`src/logic/game_defines.svh`:
```
`ifndef GAME_DEFINES_SVH
`define GAME_DEFINES_SVH

// Board geometry
`define LANE_COUNT 3
`define ROW_COUNT 4

// Step periods in clk cycles
// Kept short so a full rock lap fits in a short run
`define SHIP_STEP_CYCLES 4
`define ROCK_STEP_CYCLES 16

// Dodge counter width
`define SCORE_WIDTH 8

`endif

```
`src/logic/board_pkg.sv`:
```
package board_pkg;

    // Lane index across the board
    typedef logic [1:0] lane_t;

    // Row index, row 0 is where the ship sits
    typedef logic [1:0] row_t;

    // One board position
    // Lane is the upper field, so equal cells compare as equal vectors
    typedef struct packed {
        lane_t lane;
        row_t  row;
    } cell_t;

endpackage

```
`src/logic/play_pkg.sv`:
```
package play_pkg;

`include "game_defines.svh"

    // Raw button levels from the player
    typedef struct packed {
        logic up;
        logic down;
    } buttons_t;

    // Decoded ship command
    typedef enum logic [1:0] {
        MOVE_NONE = 2'd0,
        MOVE_UP   = 2'd1,
        MOVE_DOWN = 2'd2
    } move_cmd_e;

    // Game FSM states
    typedef enum logic {
        PLAYING = 1'b0,
        CRASHED = 1'b1
    } game_state_e;

    typedef struct packed {
        game_state_e             state;
        logic [`SCORE_WIDTH-1:0] score;
    } game_status_t;

endpackage

```
`src/logic/collision_judge.sv`:
```
`timescale 1ns/1ps

`include "game_defines.svh"

module collision_judge (
    input  logic                   clk,
    input  logic                   rst,
    input  logic                   restart,
    input  logic                   passed,
    input  board_pkg::cell_t       ship_cell,
    input  board_pkg::cell_t       rock_cell,
    output logic                   frozen,
    output play_pkg::game_status_t status
);

    play_pkg::game_state_e   state;
    play_pkg::game_state_e   state_next;
    logic [`SCORE_WIDTH-1:0] score;
    logic                    hit;

    assign hit = (ship_cell == rock_cell);

    // Game FSM, CRASHED only leaves through restart
    always_comb begin
        state_next = state;
        case (state)
            play_pkg::PLAYING: begin
                if (hit) begin
                    state_next = play_pkg::CRASHED;
                end
            end
            play_pkg::CRASHED: begin
                state_next = play_pkg::CRASHED;
            end
            default: begin
                state_next = play_pkg::PLAYING;
            end
        endcase
    end

    always_ff @(posedge clk) begin
        if (rst || restart) begin
            state <= play_pkg::PLAYING;
            score <= '0;
        end else begin
            state <= state_next;
            // A dodge counts only if no crash is taken on the same edge
            if (passed && state == play_pkg::PLAYING && !hit && score != '1) begin
                score <= score + 1'b1;
            end
        end
    end

    assign frozen       = (state == play_pkg::CRASHED);
    assign status.state = state;
    assign status.score = score;

endmodule

```
`src/logic/dodge_game_top.sv`:
```
`timescale 1ns/1ps

`include "game_defines.svh"

module dodge_game_top (
    input  logic                   clk,
    input  logic                   rst,
    input  logic                   restart,
    input  play_pkg::buttons_t     buttons,
    output board_pkg::cell_t       ship_cell,
    output board_pkg::cell_t       rock_cell,
    output play_pkg::game_status_t status
);

    logic ship_step;
    logic rock_step;
    logic frozen;
    logic passed;

    // Each mover runs at its own pace
    step_timer #(
        .PERIOD(`SHIP_STEP_CYCLES)
    ) ship_timer (
        .clk     (clk),
        .rst     (rst),
        .restart (restart),
        .step    (ship_step)
    );

    step_timer #(
        .PERIOD(`ROCK_STEP_CYCLES)
    ) rock_timer (
        .clk     (clk),
        .rst     (rst),
        .restart (restart),
        .step    (rock_step)
    );

    ship_mover ship_move (
        .clk       (clk),
        .rst       (rst),
        .restart   (restart),
        .step      (ship_step),
        .frozen    (frozen),
        .buttons   (buttons),
        .ship_cell (ship_cell)
    );

    rock_mover rock_move (
        .clk       (clk),
        .rst       (rst),
        .restart   (restart),
        .step      (rock_step),
        .frozen    (frozen),
        .rock_cell (rock_cell),
        .passed    (passed)
    );

    // Judge freezes both movers after a crash
    collision_judge judge (
        .clk       (clk),
        .rst       (rst),
        .restart   (restart),
        .passed    (passed),
        .ship_cell (ship_cell),
        .rock_cell (rock_cell),
        .frozen    (frozen),
        .status    (status)
    );

endmodule

```
`src/logic/rock_mover.sv`:
```
`timescale 1ns/1ps

`include "game_defines.svh"

module rock_mover (
    input  logic              clk,
    input  logic              rst,
    input  logic              restart,
    input  logic              step,
    input  logic              frozen,
    output board_pkg::cell_t  rock_cell,
    output logic              passed
);

    localparam board_pkg::lane_t LAST_LANE = board_pkg::lane_t'(`LANE_COUNT - 1);
    localparam board_pkg::row_t  TOP_ROW   = board_pkg::row_t'(`ROW_COUNT - 1);

    board_pkg::cell_t next_cell;
    logic             at_bottom;

    assign at_bottom = (rock_cell.row == '0);

    // Successor along the fall path
    // Leaving row 0 wraps to the top of the next lane, lane 2 back to lane 0
    always_comb begin
        next_cell = rock_cell;
        if (at_bottom) begin
            next_cell.row = TOP_ROW;
            if (rock_cell.lane == LAST_LANE) begin
                next_cell.lane = '0;
            end else begin
                next_cell.lane = rock_cell.lane + 1'b1;
            end
        end else begin
            next_cell.row = rock_cell.row - 1'b1;
        end
    end

    always_ff @(posedge clk) begin
        if (rst || restart) begin
            rock_cell.lane <= '0;
            rock_cell.row  <= TOP_ROW;
            passed         <= 1'b0;
        end else begin
            passed <= 1'b0;
            if (step && !frozen) begin
                rock_cell <= next_cell;
                // Marks the step that took the rock past the ship row
                passed    <= at_bottom;
            end
        end
    end

endmodule

```
`src/logic/ship_mover.sv`:
```
`timescale 1ns/1ps

`include "game_defines.svh"

module ship_mover (
    input  logic                clk,
    input  logic                rst,
    input  logic                restart,
    input  logic                step,
    input  logic                frozen,
    input  play_pkg::buttons_t  buttons,
    output board_pkg::cell_t    ship_cell
);

    localparam board_pkg::lane_t LAST_LANE = board_pkg::lane_t'(`LANE_COUNT - 1);

    play_pkg::move_cmd_e cmd;

    // Down wins when both buttons are held
    always_comb begin
        if (buttons.down) begin
            cmd = play_pkg::MOVE_DOWN;
        end else if (buttons.up) begin
            cmd = play_pkg::MOVE_UP;
        end else begin
            cmd = play_pkg::MOVE_NONE;
        end
    end

    always_ff @(posedge clk) begin
        if (rst || restart) begin
            ship_cell.lane <= '0;
            ship_cell.row  <= '0;
        end else if (step && !frozen) begin
            // Lane clamps at both board edges
            case (cmd)
                play_pkg::MOVE_DOWN: begin
                    if (ship_cell.lane != LAST_LANE) begin
                        ship_cell.lane <= ship_cell.lane + 1'b1;
                    end
                end
                play_pkg::MOVE_UP: begin
                    if (ship_cell.lane != '0) begin
                        ship_cell.lane <= ship_cell.lane - 1'b1;
                    end
                end
                default: begin
                    ship_cell.lane <= ship_cell.lane;
                end
            endcase
            ship_cell.row <= '0;
        end
    end

endmodule

```
`src/logic/step_timer.sv`:
```
`timescale 1ns/1ps

module step_timer #(
    parameter int PERIOD = 4
) (
    input  logic clk,
    input  logic rst,
    input  logic restart,
    output logic step
);

    localparam int CW = (PERIOD > 2) ? $clog2(PERIOD) : 1;

    logic [CW-1:0] count;
    logic          wrap;

    assign wrap = (count == CW'(PERIOD - 1));

    // Free-running counter, step is registered on the wrap
    // so the first pulse lands PERIOD cycles after release
    always_ff @(posedge clk) begin
        if (rst || restart) begin
            count <= '0;
            step  <= 1'b0;
        end else begin
            step <= wrap;
            if (wrap) begin
                count <= '0;
            end else begin
                count <= count + 1'b1;
            end
        end
    end

endmodule

```
`config.mk`:
```
export PLATFORM = sky130hd
export DESIGN_NAME = dodge_game_top
export DESIGN_NICKNAME = d
export VERILOG_FILES = /design/src/logic/board_pkg.sv /design/src/logic/play_pkg.sv /design/src/logic/collision_judge.sv /design/src/logic/dodge_game_top.sv /design/src/logic/rock_mover.sv /design/src/logic/ship_mover.sv /design/src/logic/step_timer.sv
export VERILOG_INCLUDE_DIRS = /design/src /design/src/logic
export SDC_FILE = /design/constraint.sdc
export NUM_CORES = 1
export LEC_CHECK = 0
export BUFFER_PORTS_ARGS = -buffer_cell sky130_fd_sc_hd__buf_4
export CAP_MARGIN = 20
export CORE_AREA = 2 2 49 56
export DETAILED_ROUTE_END_ITERATION = 16
export DIE_AREA = 0 0 51 58
export PLACE_DENSITY = 0.75
export REMOVE_ABC_BUFFERS = 1
export SKIP_LAST_GASP = 1
export SYNTH_ARGS = -nofsm -noshare
export SYNTH_HDL_FRONTEND = slang
export SYNTH_SLANG_ARGS = --single-unit
```
`constraint.sdc`:
```
create_clock -name clk -period 1.4 [get_ports clk]
set_clock_uncertainty 0.1 [all_clocks]
set_input_delay 0.21 -clock clk [delete_from_list [all_inputs] [get_ports clk]]
set_output_delay 0.21 -clock clk [all_outputs]
set_load 0.03 [all_outputs]
```
==> impl_summary.txt <==
----------------------------------------------------
[Status]
  Outcome ... finished, violations left
  Violations in the final reports ... setup timing

[STA]
  Share of the clock period used by the worst path ... 112%
  Worst hold margin ... 0.0945 ns
  Post-layout minimum cycle time ... 1.56 ns
  Total negative slack for setup checks ... -0.846 ns
  Post-route worst setup slack ... -0.161 ns
  Hold Fails Final Rpt ... 0
  Highest attainable clock frequency ... 0.640 GHz
  RSZ-0062 raised after global routing ... yes
  # setup viols final ... 8
  Max-slew violations ... 0

[Synth]
  Count of different cell masters after synthesis ... 37
  Most common cell in the netlist ... sky130_fd_sc_hd__dfxtp_1
  Flops & latches, synth ... 24
  Async SR Flop Fraction ... 0%
  Share of Yosys cell area claimed by the top area cell type ... 44.0%
  Commonest register cell after synthesis ... sky130_fd_sc_hd__dfxtp_1
  Largest cells by area after synthesis ... sky130_fd_sc_hd__dfxtp_1, sky130_fd_sc_hd__a21oi_1, sky130_fd_sc_hd__ha_1, sky130_fd_sc_hd__nand2_1, sky130_fd_sc_hd__nor2_1
  Summed instance area of the synthesized netlist ... 1090 um2
  Post-synthesis average cell area ... 8.81 um2
  Leading cell types by count after synthesis ... sky130_fd_sc_hd__dfxtp_1, sky130_fd_sc_hd__a21oi_1, sky130_fd_sc_hd__nand2_1, sky130_fd_sc_hd__nor2_1, sky130_fd_sc_hd__o21ai_0
  Synth warnings ... 0
  Largest area contributor in the netlist ... sky130_fd_sc_hd__dfxtp_1
  Number of flops mapped to enable cells by yosys ... 0
  Cells after Synth ... 124
  Register area share after synthesis ... 44.0%

[Layout]
  Filler cell count ... 191
  # diodes ... 0
  Count of nets after finishing ... 180
  Share of cells above drive strength 1 ... 47.1%
  Non-filler instance count after layout ... 201
  Area growth from synthesis to final layout ... 49.6%
  Core occupancy in the finished layout ... 68.1%
  Final cell area excluding filler cells ... 1630 um2

[GRT]
  Gr ovfl total ... 0
  Via count of the first global-routing pass ... 1,053
  Global-route wire length before repair ... 4380 um
  Antenna violations before repair ... 0
  Largest net degree at the start of global routing ... 14
  GRT Resource Usage Total ... 19.8%

[Pwr]
  Switching power summed over all nets ... 242 uW
  Sw frac ... 22.0%
  Power share of the combinational group ... 4.4%
  Largest vdd supply drop ... 505 uV
  Proportion of power drawn by the clock network ... 33.5%
  Reg power frac ... 62.1%
  Power per unit of standard cell area ... 674 nW/um2
  Internal power ... 860 uW
  Final total power ... 1.10 mW
  Leakage ... 0.648 nW

[Worst setup path]
  Delay-heaviest family, CP ... simple AND/OR/NAND/NOR gates
  Maximum fanout along the worst path ... 6
  Largest stage delay on the critical path ... 0.49 ns
  Setup crit start kind ... flip-flop
  CP Data Arrival Time ... 1.72 ns
  Cells along the critical path ... xor2_4 > o31ai_4 > or4_1 > a21oi_1
  CP Capture Type ... flip-flop
  Cell type of the slowest stage on the worst timing path ... sky130_fd_sc_hd__or4_1
  Buf/Inv on CP ... 0
  Worst Path Required ... 1.56 ns
  Class of the most critical setup path ... flip-flop to flip-flop

[Clocking]
  Post-CTS Hold Fix Bufs ... 0
  Clock input transition at the sequential cells of the worst setup and hold paths ... 0.13 ns
  Clock buffers created by TritonCTS ... 3
  Number of H-tree branching levels ... 1
  CTS tree ... yes
  Maximum root-to-sink buffer count ... 2
  Clock latency on the worst-skew pair ... 0.32 ns
  Clock sink total ... 24
  Clock root buffer ... sky130_fd_sc_hd__clkbuf_4

[Placed design]
  Sum of net half-perimeters after detailed placement ... 1920 um
  Placed cell areas ... 1440 um2
  Count of input and output buffers ... 19
  Worst slack after detailed placement ... -0.302 ns
  Number of cells in the design after placement ... 195
  Global placer's final weighted congestion ... 0.793

[Floorplan]
  Core Rows ... 19
  Starting density of the core ... 45.5%
  Number of top-level pins ... 22
  Area inside the core boundary ... 2400 um2
  Full die area ... 2960 um2
  Horizontal extent of the die ... 51 um
  Chip Height ... 58 um

[Detailed routing]
  Overall via count from detail_route ... 1,083
  Initial DRC Count ... 38
  Antenna violation net count after detailed routing ... 0
  Remaining design rule violation count ... 0
  Length of the first detailed-routing pass in iterations ... 4
  Vias per cell ... 5.39
  Total Wirelength ... 2810 um
  Routed length per instance ... 14.0 um

[Flow run]
  Max capacitance violation total ... 0

[Min path]
  Class of the tightest hold or removal check ... input port to flip-flop

----------------------------------------------------
## final timing paths
| path | from | endpoint | slack, ns | cells past startpoint |
|---|---|---|---|---|
| setup / recovery | rock_move.rock_cell[3] | judge.score[4] | -0.16 | 4 |
| hold / removal | rst | judge.score[2] | 0.09 | 4 |
| setup reg to reg | rock_move.rock_cell[3] | judge.score[4] | -0.16 | 4 |
| hold reg to reg | ship_timer.count[0] | ship_timer.count[0] | 0.34 | 1 |
## cell usage in the layout, fill, tap and decap left out, types with 3 or more instances in the layout
master,count
sky130_fd_sc_hd__or4_1,3
sky130_fd_sc_hd__nor3_1,3
sky130_fd_sc_hd__nand3b_1,3
sky130_fd_sc_hd__nand3_1,3
sky130_fd_sc_hd__buf_4,45
sky130_fd_sc_hd__nor2_1,10
sky130_fd_sc_hd__o21ai_0,4
sky130_fd_sc_hd__a21oi_1,10
sky130_fd_sc_hd__clkbuf_4,3
sky130_fd_sc_hd__nand2_1,11
sky130_fd_sc_hd__dfxtp_1,15
sky130_fd_sc_hd__a21oi_2,4
sky130_fd_sc_hd__o31ai_1,3
sky130_fd_sc_hd__dfxtp_4,4
sky130_fd_sc_hd__dfxtp_2,5
## cell families after synthesis
family          share of synthesized area, %
other cells                            0.343
xor+xnor                                3.78
mux                                     1.03
flops                                   44.0
compound gates                          17.0
buf+inv                                 5.16
fa+ha+maj                               4.58
simple gates                            24.2
## power groups by stage
| stage | registers [mW] | clock network, mW | logic [mW] |
|---|---|---|---|
| 4_1_cts | 0.690 | 0.378 | 0.0480 |
| 5_1_grt | 0.686 | 0.405 | 0.0542 |
| 3_3_place_gp | 0.707 | 0 | 0.0453 |
| 3_5_place_dp | 0.708 | 0 | 0.0474 |
| 2_1_floorplan | 0.707 | 0 | 0.0244 |
| 6_report | 0.684 | 0.369 | 0.0483 |
## worst min-delay path: cells and delay by family
kind	cells	cell delay [ns]
simple gates	1	0.04
compound gates	2	0.15
buf+inv	1	0.08
## layout make-up
class	count	area, um2	area share, %
clock buffers	4	36.3	2.22
multi-input cells	91	687	42.0
flip-flops and latches	24	502	30.7
repair buffers	46	349	21.4
well taps	31	38.8	2.37
inverters	5	21.3	1.30
## sequential cells by signal, indices dropped and copies added, names as in the netlist
name	flops
rock_move.rock_cell	4
rock_timer.step	1
judge.frozen	1
rock_move.passed	1
rock_timer.count	4
ship_move.ship_cell	2
ship_timer.step	1
judge.score	8
ship_timer.count	2
## what timing repair did
action / 4_1_cts / 5_1_grt
pin swaps: 12 / 6
endpoints found under the setup margin: 8 / 8
setup buffers: 1 / 1
gates resized for setup: 28 / 12
cloned: 1 / 0
## metal layers
metal | wire [um] | track usage [%] | vias to the layer above
met5 | 0 | 0 | -
met4 | 39 | 10.0 | 0
met3 | 121 | 2.32 | 4
met2 | 1580 | 37.5 | 38
met1 | 1070 | 21.1 | 506
li1 | - | - | 535
No activity file was read; power rests on OpenSTA's default activity.
